===== src/include/sdrc_settings.svh =====
//--------------------------------------------------------------------------
// Fixed geometry, timing and mode-register values of the SDRAM controller
// Include wherever a width, a depth or a delay is needed
//--------------------------------------------------------------------------
`ifndef SDRC_SETTINGS_SVH
`define SDRC_SETTINGS_SVH

// Device geometry, one x16 part with four banks
`define SDRC_BA_W        2                       // Bank select bits
`define SDRC_ROW_W       12                      // Row bits, also sdr_addr width
`define SDRC_COL_W       8                       // Column bits
`define SDRC_APP_AW      (`SDRC_BA_W + `SDRC_ROW_W + `SDRC_COL_W)  // Bank, row, col
`define SDRC_DW          16                      // Data width, SDRAM and app

`define SDRC_FIFO_DEPTH  4                       // Buffered requests

// Timing in clock cycles
`define SDRC_INIT_WAIT   16                      // Power-up NOP time, short for sim
`define SDRC_TRP         2                       // Precharge period
`define SDRC_TRCD        2                       // ACTIVE to READ/WRITE
`define SDRC_TRC         6                       // ACTIVE to ACTIVE
`define SDRC_TRFC        4                       // Auto-refresh period
`define SDRC_TMRD        2                       // LOAD_MODE to first command
`define SDRC_CAS         2                       // CAS latency

// BL1, sequential, CAS 2, standard operation
`define SDRC_MODE_REG    12'h020

`endif


===== src/design/sdrc_pkg.sv =====
//--------------------------------------------------------------------------
// Shared types of the SDRAM controller
// SDRAM command codes, transfer FSM states and the buffered request word
//--------------------------------------------------------------------------
`include "sdrc_settings.svh"

package sdrc_pkg;

  // Pin code {cs_n, ras_n, cas_n, we_n}
  typedef enum logic [3:0] {
    NOP          = 4'b0111,
    ACTIVE       = 4'b0011,
    READ         = 4'b0101,
    WRITE        = 4'b0100,
    PRECHARGE    = 4'b0010,
    AUTO_REFRESH = 4'b0001,
    LOAD_MODE    = 4'b0000
  } sdrc_cmd_e;

  typedef enum logic [2:0] {
    INIT_WAIT,                                   // Power-up NOPs
    INIT_PRE,                                    // After precharge all
    INIT_RFSH,                                   // Between auto refreshes
    INIT_MODE,                                   // After mode load
    IDLE,
    ACT,                                         // Row opening, tRCD
    RW,                                          // Column command
    RECOVER                                      // Rest of tRC
  } sdrc_xfr_state_e;

  // One access, 39 bits
  typedef struct packed {
    logic                   wr;                  // 1 = write
    logic [`SDRC_BA_W-1:0]  ba;
    logic [`SDRC_ROW_W-1:0] row;
    logic [`SDRC_COL_W-1:0] col;
    logic [`SDRC_DW-1:0]    data;                // Write data
  } sdrc_req_t;

endpackage


===== src/design/sdrc_req_if.sv =====
//--------------------------------------------------------------------------
// Request path between decoder, buffer and transfer controller
// Single-cycle push and pop, no handshake inside the core
//--------------------------------------------------------------------------
interface sdrc_req_if (
  input logic clk
);
  import sdrc_pkg::*;

  logic      push;                               // Write side strobe
  logic      full;
  sdrc_req_t push_req;
  logic      pop;                                // Read side strobe
  logic      empty;
  sdrc_req_t pop_req;                            // Oldest entry

  modport producer (output push, output push_req, input full);
  modport buffer   (input clk, input push, input push_req, output full,
                    input pop, output empty, output pop_req);
  modport consumer (output pop, input empty, input pop_req);

endinterface


===== src/design/sdrc_req_gen.sv =====
//--------------------------------------------------------------------------
// Application request port of the SDRAM controller
// Runs the four-phase req/ack handshake and decodes the flat address
// into bank, row and column before pushing into the request buffer
//--------------------------------------------------------------------------
`include "sdrc_settings.svh"

module sdrc_req_gen (
  input  logic                    clk,
  input  logic                    reset,
  input  logic                    app_req,         // Held until ack
  input  logic [`SDRC_APP_AW-1:0] app_req_addr,
  input  logic                    app_req_wr_n,    // 0 write, 1 read
  input  logic [`SDRC_DW-1:0]     app_wr_data,
  output logic                    app_req_ack,
  sdrc_req_if.producer            req
);

  typedef enum logic [1:0] {
    IDLE,                                          // Waiting for app_req
    ACKED,                                         // Ack high until req drops
    WAIT_DROP                                      // Turnaround after ack falls
  } gen_state_e;

  localparam int ROW_LSB = `SDRC_COL_W;
  localparam int BA_LSB  = `SDRC_COL_W + `SDRC_ROW_W;

  gen_state_e state;

  // Push only on a fresh request with room
  assign req.push = (state == IDLE) && app_req && !req.full;

  // Address layout is bank, row, column from MSB down
  always_comb begin
    req.push_req.wr   = ~app_req_wr_n;
    req.push_req.ba   = app_req_addr[BA_LSB +: `SDRC_BA_W];
    req.push_req.row  = app_req_addr[ROW_LSB +: `SDRC_ROW_W];
    req.push_req.col  = app_req_addr[`SDRC_COL_W-1:0];
    req.push_req.data = app_wr_data;
  end

  always_ff @(posedge clk) begin
    if (reset) begin
      state       <= IDLE;
      app_req_ack <= 1'b0;
    end else begin
      case (state)
        IDLE: begin
          if (req.push) begin                      // Stalls here while full
            state       <= ACKED;
            app_req_ack <= 1'b1;                   // Cycle after the push
          end
        end
        ACKED: begin
          if (!app_req) begin                      // Phase 3 seen
            state       <= WAIT_DROP;
            app_req_ack <= 1'b0;
          end
        end
        WAIT_DROP: state <= IDLE;                  // Let the app see ack low
        default:   state <= IDLE;
      endcase
    end
  end

  // Ack only answers a request that is still being held
  ack_needs_req: assert property (@(posedge clk) disable iff (reset)
    $rose(app_req_ack) |-> app_req)
    else $error("app_req_ack rose while app_req was low");

endmodule


===== src/design/sdrc_req_fifo.sv =====
//--------------------------------------------------------------------------
// Request buffer between address decode and the transfer controller
// Circular store with an occupancy count, entry visible one cycle after push
//--------------------------------------------------------------------------
`include "sdrc_settings.svh"

module sdrc_req_fifo (
  input logic        clk,
  input logic        reset,
  sdrc_req_if.buffer wr
);
  import sdrc_pkg::*;

  localparam int DEPTH = `SDRC_FIFO_DEPTH;
  localparam int PTR_W = (DEPTH > 1) ? $clog2(DEPTH) : 1;
  localparam int CNT_W = $clog2(DEPTH + 1);

  sdrc_req_t        mem [DEPTH];                   // Request storage
  logic [PTR_W-1:0] wr_ptr;
  logic [PTR_W-1:0] rd_ptr;
  logic [CNT_W-1:0] count;                         // Entries held
  logic             do_push;
  logic             do_pop;

  // Wrap at DEPTH, not only at a power of two
  function automatic logic [PTR_W-1:0] ptr_inc(input logic [PTR_W-1:0] p);
    return (p == PTR_W'(DEPTH - 1)) ? '0 : p + 1'b1;
  endfunction

  assign do_push    = wr.push && !wr.full;
  assign do_pop     = wr.pop && !wr.empty;
  assign wr.full    = (count == CNT_W'(DEPTH));
  assign wr.empty   = (count == '0);
  assign wr.pop_req = mem[rd_ptr];                 // Head shown while not empty

  always_ff @(posedge clk) begin
    if (do_push)
      mem[wr_ptr] <= wr.push_req;
  end

  always_ff @(posedge clk) begin
    if (reset) begin
      wr_ptr <= '0;
      rd_ptr <= '0;
      count  <= '0;
    end else begin
      if (do_push)
        wr_ptr <= ptr_inc(wr_ptr);
      if (do_pop)
        rd_ptr <= ptr_inc(rd_ptr);
      count <= count + CNT_W'(do_push) - CNT_W'(do_pop);
    end
  end

  // Both sides are expected to respect the flags
  no_push_full: assert property (@(posedge wr.clk) disable iff (reset)
    !(wr.push && wr.full))
    else $error("request pushed into a full buffer");

  no_pop_empty: assert property (@(posedge wr.clk) disable iff (reset)
    !(wr.pop && wr.empty))
    else $error("request popped from an empty buffer");

endmodule


===== src/design/sdrc_xfr_ctl.sv =====
//--------------------------------------------------------------------------
// Transfer controller of the SDRAM controller
// Runs the power-up sequence, then one ACTIVE plus READ/WRITE with
// auto-precharge per buffered request, and returns read data in order
//--------------------------------------------------------------------------
`include "sdrc_settings.svh"

module sdrc_xfr_ctl (
  input  logic                   clk,
  input  logic                   reset,
  sdrc_req_if.consumer           rd,
  output logic                   sdr_cke,
  output logic                   sdr_cs_n,
  output logic                   sdr_ras_n,
  output logic                   sdr_cas_n,
  output logic                   sdr_we_n,
  output logic [`SDRC_BA_W-1:0]  sdr_ba,
  output logic [`SDRC_ROW_W-1:0] sdr_addr,
  output logic [`SDRC_DW-1:0]    sdr_dout,
  output logic                   sdr_den_n,       // Low drives DQ
  input  logic [`SDRC_DW-1:0]    pad_sdr_din,
  output logic [`SDRC_DW-1:0]    app_rd_data,
  output logic                   app_rd_valid,
  output logic                   sdr_init_done
);
  import sdrc_pkg::*;

  localparam int CNT_W     = $clog2(`SDRC_INIT_WAIT) + 1;  // Longest delay
  localparam int RD_PIPE_W = `SDRC_CAS + 2;                // CAS, pad, output

  sdrc_xfr_state_e         state;
  sdrc_xfr_state_e         state_nxt;
  sdrc_cmd_e               cmd_q;                  // Drives the command pins
  sdrc_cmd_e               cmd_nxt;
  logic [CNT_W-1:0]        cnt;                    // Shared delay counter
  logic [CNT_W-1:0]        cnt_nxt;
  logic                    second_rfsh;            // Second init refresh issued
  logic [`SDRC_BA_W-1:0]   ba_nxt;
  logic [`SDRC_ROW_W-1:0]  addr_nxt;
  sdrc_req_t               cur_req;                // Access in flight
  logic [RD_PIPE_W-1:0]    rd_pipe;                // READ marker per cycle
  logic [`SDRC_DW-1:0]     din_q;                  // Pad capture

  assign sdr_cke = 1'b1;                           // No power-down
  assign {sdr_cs_n, sdr_ras_n, sdr_cas_n, sdr_we_n} = cmd_q;

  // IDLE is only reached after init, so a pop never precedes init_done
  assign rd.pop = (state == IDLE) && !rd.empty;

  //------------------------------------------------------------------------
  // Command sequencing, every command lands on the pins one cycle later
  //------------------------------------------------------------------------
  always_comb begin
    state_nxt = state;
    cmd_nxt   = NOP;
    cnt_nxt   = (cnt != '0) ? cnt - 1'b1 : cnt;
    ba_nxt    = '0;
    addr_nxt  = '0;
    case (state)
      INIT_WAIT: begin
        if (cnt == '0) begin
          cmd_nxt      = PRECHARGE;
          addr_nxt[10] = 1'b1;                     // All banks
          cnt_nxt      = CNT_W'(`SDRC_TRP - 1);
          state_nxt    = INIT_PRE;
        end
      end
      INIT_PRE: begin
        if (cnt == '0) begin
          cmd_nxt   = AUTO_REFRESH;
          cnt_nxt   = CNT_W'(`SDRC_TRFC - 1);
          state_nxt = INIT_RFSH;
        end
      end
      INIT_RFSH: begin
        if (cnt == '0 && !second_rfsh) begin
          cmd_nxt = AUTO_REFRESH;
          cnt_nxt = CNT_W'(`SDRC_TRFC - 1);
        end else if (cnt == '0) begin
          cmd_nxt   = LOAD_MODE;
          addr_nxt  = `SDRC_MODE_REG;
          cnt_nxt   = CNT_W'(`SDRC_TMRD - 1);
          state_nxt = INIT_MODE;
        end
      end
      INIT_MODE: begin
        if (cnt == '0)
          state_nxt = IDLE;
      end
      IDLE: begin
        if (rd.pop) begin
          cmd_nxt   = ACTIVE;
          ba_nxt    = rd.pop_req.ba;
          addr_nxt  = rd.pop_req.row;
          cnt_nxt   = CNT_W'(`SDRC_TRCD - 2);      // RW state is the last cycle
          state_nxt = ACT;
        end
      end
      ACT: begin
        if (cnt == '0)
          state_nxt = RW;
      end
      RW: begin
        if (cur_req.wr)
          cmd_nxt = WRITE;
        else
          cmd_nxt = READ;
        ba_nxt                    = cur_req.ba;
        addr_nxt[`SDRC_COL_W-1:0] = cur_req.col;
        addr_nxt[10]              = 1'b1;          // Auto-precharge
        cnt_nxt                   = CNT_W'(`SDRC_TRC - `SDRC_TRCD - 2);
        state_nxt                 = RECOVER;
      end
      RECOVER: begin
        if (cnt == '0)                             // IDLE is the final tRC cycle
          state_nxt = IDLE;
      end
      default: state_nxt = IDLE;
    endcase
  end

  //------------------------------------------------------------------------
  // Control registers
  //------------------------------------------------------------------------
  always_ff @(posedge clk) begin
    if (reset) begin
      state         <= INIT_WAIT;
      cnt           <= CNT_W'(`SDRC_INIT_WAIT - 1);
      cmd_q         <= NOP;
      second_rfsh   <= 1'b0;
      sdr_init_done <= 1'b0;
      sdr_den_n     <= 1'b1;
      rd_pipe       <= '0;
      app_rd_valid  <= 1'b0;
    end else begin
      state     <= state_nxt;
      cnt       <= cnt_nxt;
      cmd_q     <= cmd_nxt;
      sdr_den_n <= (cmd_nxt != WRITE);             // Data only with WRITE
      if (state == INIT_RFSH && cnt == '0)
        second_rfsh <= 1'b1;
      if (state == INIT_MODE && cnt == '0)
        sdr_init_done <= 1'b1;                     // tMRD after LOAD_MODE
      rd_pipe      <= {rd_pipe[RD_PIPE_W-2:0], cmd_nxt == READ};
      app_rd_valid <= rd_pipe[RD_PIPE_W-1];
    end
  end

  //------------------------------------------------------------------------
  // Address, write data and read return path
  //------------------------------------------------------------------------
  always_ff @(posedge clk) begin
    sdr_ba   <= ba_nxt;
    sdr_addr <= addr_nxt;
    din_q    <= pad_sdr_din;                       // Data valid CAS after READ
    if (rd.pop)
      cur_req <= rd.pop_req;
    if (state == RW)
      sdr_dout <= cur_req.data;
    if (rd_pipe[RD_PIPE_W-1])
      app_rd_data <= din_q;
  end

  // Pin level check against the init sequence
  act_after_init: assert property (@(posedge clk) disable iff (reset)
    (cmd_q == ACTIVE) |-> sdr_init_done)
    else $error("ACTIVE issued before init done");

endmodule


===== src/design/sdrc_core.sv =====
//--------------------------------------------------------------------------
// SDRAM controller top level for one x16 four-bank device
// Request decode, request buffer and transfer controller behind plain
// application and SDRAM pin ports
//--------------------------------------------------------------------------
`include "sdrc_settings.svh"

module sdrc_core (
  input  logic                    clk,
  input  logic                    reset,
  // Application side
  input  logic                    app_req,
  input  logic [`SDRC_APP_AW-1:0] app_req_addr,
  input  logic                    app_req_wr_n,
  input  logic [`SDRC_DW-1:0]     app_wr_data,
  output logic                    app_req_ack,
  output logic [`SDRC_DW-1:0]     app_rd_data,
  output logic                    app_rd_valid,
  output logic                    sdr_init_done,
  // SDRAM pins
  output logic                    sdr_cke,
  output logic                    sdr_cs_n,
  output logic                    sdr_ras_n,
  output logic                    sdr_cas_n,
  output logic                    sdr_we_n,
  output logic [1:0]              sdr_dqm,
  output logic [`SDRC_BA_W-1:0]   sdr_ba,
  output logic [`SDRC_ROW_W-1:0]  sdr_addr,
  output logic [`SDRC_DW-1:0]     sdr_dout,
  output logic                    sdr_den_n,
  input  logic [`SDRC_DW-1:0]     pad_sdr_din
);

  sdrc_req_if req_bus (.clk(clk));                 // Decoder to buffer to ctl

  assign sdr_dqm = 2'b00;                          // Every byte always enabled

  //------------------------------------------------------------------------
  // Producer, buffer, consumer
  //------------------------------------------------------------------------
  sdrc_req_gen u_req_gen (
    .clk          (clk),
    .reset        (reset),
    .app_req      (app_req),
    .app_req_addr (app_req_addr),
    .app_req_wr_n (app_req_wr_n),
    .app_wr_data  (app_wr_data),
    .app_req_ack  (app_req_ack),
    .req          (req_bus.producer)
  );

  sdrc_req_fifo u_req_fifo (
    .clk   (clk),
    .reset (reset),
    .wr    (req_bus.buffer)
  );

  sdrc_xfr_ctl u_xfr_ctl (
    .clk           (clk),
    .reset         (reset),
    .rd            (req_bus.consumer),
    .sdr_cke       (sdr_cke),
    .sdr_cs_n      (sdr_cs_n),
    .sdr_ras_n     (sdr_ras_n),
    .sdr_cas_n     (sdr_cas_n),
    .sdr_we_n      (sdr_we_n),
    .sdr_ba        (sdr_ba),
    .sdr_addr      (sdr_addr),
    .sdr_dout      (sdr_dout),
    .sdr_den_n     (sdr_den_n),
    .pad_sdr_din   (pad_sdr_din),
    .app_rd_data   (app_rd_data),
    .app_rd_valid  (app_rd_valid),
    .sdr_init_done (sdr_init_done)
  );

endmodule


===== config.mk =====
export PLATFORM = sky130hd
export DESIGN_NAME = sdrc_core
export DESIGN_NICKNAME = d
export VERILOG_FILES = /design/src/design/sdrc_pkg.sv /design/src/design/sdrc_req_if.sv /design/src/design/sdrc_req_gen.sv /design/src/design/sdrc_req_fifo.sv /design/src/design/sdrc_xfr_ctl.sv /design/src/design/sdrc_core.sv
export VERILOG_INCLUDE_DIRS = /design/src /design/src/include
export SDC_FILE = /design/constraint.sdc
export NUM_CORES = 1
export LEC_CHECK = 0
export BUFFER_PORTS_ARGS = -buffer_cell sky130_fd_sc_hd__buf_2
export CAP_MARGIN = 0
export CORE_ASPECT_RATIO = 0.9
export CORE_MARGIN = 3
export CORE_UTILIZATION = 52
export CTS_CLUSTER_SIZE = 30
export DETAILED_ROUTE_END_ITERATION = 10
export PLACE_DENSITY = 0.69
export SYNTH_ARGS = -nofsm -noshare
export SYNTH_HDL_FRONTEND = slang
export SYNTH_SLANG_ARGS = --single-unit

===== constraint.sdc =====
create_clock -name clk -period 4.53 [get_ports clk]
set_input_delay 0.2265 -clock clk [delete_from_list [all_inputs] [get_ports clk]]
set_output_delay 0.2265 -clock clk [all_outputs]
set_load 0.02 [all_outputs]

==> results.sh <==
export IMPL_grt_max_degree=45
export IMPL_top_usage_layer="met2"
export IMPL_clkPwrFrac_pct=40.8
export IMPL_use_met2_pct=28.8
export IMPL_synth_main_ff_cell="edfxtp_1"
export IMPL_relSlewSlack_pct=24.9
export IMPL_cts_setup_buffers=0
export IMPL_synthXorXnorAreaFrac_pct=0.457
export IMPL_vias=4687
export IMPL_syn_mean_instance_area_um2=20.4
export IMPL_fin_tns_setup_ns=0
export IMPL_holdPathEnd="u_xfr_ctl.state[2]"
export IMPL_hold_start="reset"
export IMPL_design_area_mm2=0.0118
export IMPL_area_delta_synth_final_pct=22.9
export IMPL_min_period_over_period_pct=63.1
export IMPL_wl_per_cell_um=18.3
export IMPL_drv_slew=0
export IMPL_cts_htree_levels=1
export IMPL_swShare_pct=19.5
export IMPL_clock_latency_ns=0.52
export IMPL_die_area_mm2=0.0201
export IMPL_synth_cells=470
export IMPL_synthMuxAreaShare_pct=9.59
export IMPL_row_count=46
export IMPL_holdBufCountCts=56
export IMPL_ios=115
export IMPL_reg2reg_slack_ns=1.67
export IMPL_grt_pass1_vias=5038
export IMPL_max_freq_mhz=350
export IMPL_reg2reg_depth=10
export IMPL_async_reset_ff_share_pct=0
export IMPL_worstPathRequired_ns=4.92
export IMPL_grt_use_total_pct=17.0
export IMPL_leakage_nw=4.10
export IMPL_regToRegEndpoint="u_req_fifo.count[2]"
export IMPL_crit_fanout=44
export IMPL_synth_top_family_by_area="multiplexers"
export IMPL_die_width_um=149
export IMPL_drtIter0Drc=252
export IMPL_nets=715
export IMPL_drt_total_wl_mm=16.6
export IMPL_synth_compound_area_share_pct=2.95
export IMPL_synth_warnings=0
export IMPL_synthAdderAreaFrac_pct=1.39
export IMPL_setup_slack_ns=1.67
export IMPL_cts_buffers_inserted=26
export IMPL_seqPwrFrac_pct=54.2
export IMPL_syn_area_mm2=0.00958
export IMPL_viasPerCell=5.17
export IMPL_antenna_cells=0
export IMPL_grt_pass1_wl_mm=26.6
export IMPL_crit_chain="nand2b_1 -> nor3_4 -> buf_4 -> ha_1 -> inv_1 -> ha_1 -> fa_1 -> xnor2_1 -> xnor2_1 -> nor2_1"
export IMPL_ir_drop_v=0.000252
export IMPL_gp_congestion=0.776
export IMPL_layout_commonest_cell="edfxtp_1"
export IMPL_reg2reg_from="u_xfr_ctl.state[2]"
export IMPL_synth_seq_cells=276
export IMPL_p_int_mw=4.29
export IMPL_cts_sinks=276
export IMPL_final_layout_size_suffix_gt1_share_pct=30.1
export IMPL_placed_area_mm2=0.0103
export IMPL_initial_core_util_pct=53.7
export IMPL_setup_viol=0
export IMPL_worst_pin_slew_ns=1.13
export IMPL_cts_tree="yes"
export IMPL_powerDensity_mw_per_mm2=452
export IMPL_firstDrtPassIters=4
export IMPL_final_cell_mix="215 x edfxtp_1, 110 x buf_2, 59 x dfxtp_1"
export IMPL_hp_class="primary input to flop"
export IMPL_synthSimpleGateAreaFrac_pct=3.50
export IMPL_max_clock_path_buffers=3
export IMPL_cts_repair_resized=0
export IMPL_synth_cell_type_count=44
export IMPL_grt_met1_usage_pct=22.8
export IMPL_holdPathStages=2
export IMPL_grt_overflow=0
export IMPL_port_buffers=110
export IMPL_ant_nets=0
export IMPL_hpwl_mm=8.96
export IMPL_skew_ns=0.00882
export IMPL_slowest_delay_ns=0.60
export IMPL_synth_edff_count=215
export IMPL_status="completed"
export IMPL_finalHoldViolCount=0
export IMPL_route_detailed_drc=0
export IMPL_combPwrFrac_pct=5.0
export IMPL_antenna_found_initial=0
export IMPL_worstPathArrival_ns=3.24
export IMPL_cp_start_kind="flop"
export IMPL_max_cap_violations=0
export IMPL_crit_slowest_cell="dfxtp_1"
export IMPL_switchingPower_mw=1.04
export IMPL_yosysSeqAreaShare_pct=80.2
export IMPL_critical_path_class="flop to flop"
export IMPL_dp_slack_ns=1.65
export IMPL_root_buffer="clkbuf_16"
export IMPL_die_h_um=135
export IMPL_period_needed_ns=2.86
export IMPL_end_kind="flop"
export IMPL_core_area_mm2=0.0178
export IMPL_clkTransAtPathRegs_ns=0.06
export IMPL_rsz0062_at_grt="false"
export IMPL_grt_use_met3_pct=3.19
==> kinds of logic after synthesis <==
group	after synthesis
adders and majority gates	10
buffers and inverters	33
muxes	43
and+or+nand+nor	61
other	2
AOI/OAI and AO/OA	40
xor gates and xnor gates	5
DFF	276
==> cell usage after synthesis (2+ instances only) <==
master	n	area share [%]
mux4_2	39	9.2
a22o_1	9	0.82
nor2_1	20	0.78
buf_6	3	0.35
nor2b_1	8	0.52
a31oi_1	4	0.26
nand2b_1	2	0.13
buf_4	6	0.47
buf_2	5	0.26
dfxtp_1	61	13
ha_1	9	1.2
inv_1	12	0.47
nand3b_1	2	0.16
clkbuf_1	4	0.16
a21oi_1	8	0.42
nor3_2	2	0.21
conb_1	2	0.078
edfxtp_1	215	67
nor3_1	6	0.31
xnor2_1	5	0.46
buf_1	2	0.078
and2_1	7	0.46
o21bai_1	3	0.24
nor4_1	2	0.13
nand2_1	7	0.27
mux2i_1	4	0.42
o21ai_0	6	0.31
==> state kept, by name, summed over array words and instances, names as in the netlist, 2 cells and up, named ones only <==
register	cells
u_xfr_ctl.cmd_q	3
u_xfr_ctl.rd_pipe	4
u_xfr_ctl.din_q	16
u_xfr_ctl.cnt	5
u_xfr_ctl.state	3
u_xfr_ctl.sdr_ba	2
u_xfr_ctl.sdr_dout	16
u_xfr_ctl.sdr_addr	12
u_req_fifo.rd_ptr	2
u_req_fifo.count	3
u_xfr_ctl.app_rd_data	16
u_req_gen.state	2
u_req_fifo.wr_ptr	2
u_req_fifo.mem	156
u_xfr_ctl.cur_req	27
==> critical path, delay by kind of cell (launching register included) <==
| family | cells | cell delay [ns] |
|---|---|---|
| adder cells (fa/ha/maj) | 3 | 0.82 |
| buffers and inverters | 2 | 0.58 |
| AND/OR/NAND/NOR | 3 | 0.40 |
| XOR/XNOR | 2 | 0.33 |
| flip-flops | 1 | 0.60 |
==> power groups by stage <==
stage,Clock [mW],Combinational [mW],Sequential (mW)
floorplan,0,0.148,2.93
global placement,0,0.224,2.93
detailed placement,0,0.230,2.94
CTS,2.22,0.270,2.88
global route,2.32,0.296,2.89
finish,2.17,0.266,2.88
==> per-stage QoR <==
step           std cells  power (mW)  utilization [%]  hold slack [ns]
3_5_place_dp         803        3.17             57.9            0.332
5_1_grt              907        5.51             66.0            0.193
3_3_place_gp         803        3.16             57.9            0.332
6_report             907        5.33             66.0            0.166
4_1_cts              907        5.37             66.0            0.156
2_1_floorplan        472        3.08                -            0.254
==> how the worst max path moves through the flow <==
stage,startpoint,end,slack (ns)
6_report,u_xfr_ctl.state[2],u_req_fifo.count[2],1.67
5_1_grt,u_xfr_ctl.state[2],u_req_fifo.count[2],1.46
4_1_cts,u_xfr_ctl.state[2],u_req_fifo.count[2],1.64
3_5_place_dp,u_xfr_ctl.state[2],u_req_fifo.count[2],1.65
3_3_place_gp,u_xfr_ctl.state[2],u_req_fifo.count[2],1.76
2_1_floorplan,u_req_fifo.count[2],u_req_fifo.count[2],1.80
==> routing by layer <==
layer	part of all wire (%)	routed length, um
met5	0	0
met4	2.5	410
met3	5.0	829
met2	50	8230
met1	43	7140
==> layout make-up <==
class | count | area (um2)
flip-flops and latches | 276 | 7680
inverters | 13 | 51.3
multi-input cells | 163 | 1750
clock buffers | 38 | 747
well taps | 240 | 300
fillers | 1182 | 6070
clock inverters | 10 | 125
repair buffers | 167 | 1120
Note: power is estimated with default switching activity, not from simulation.
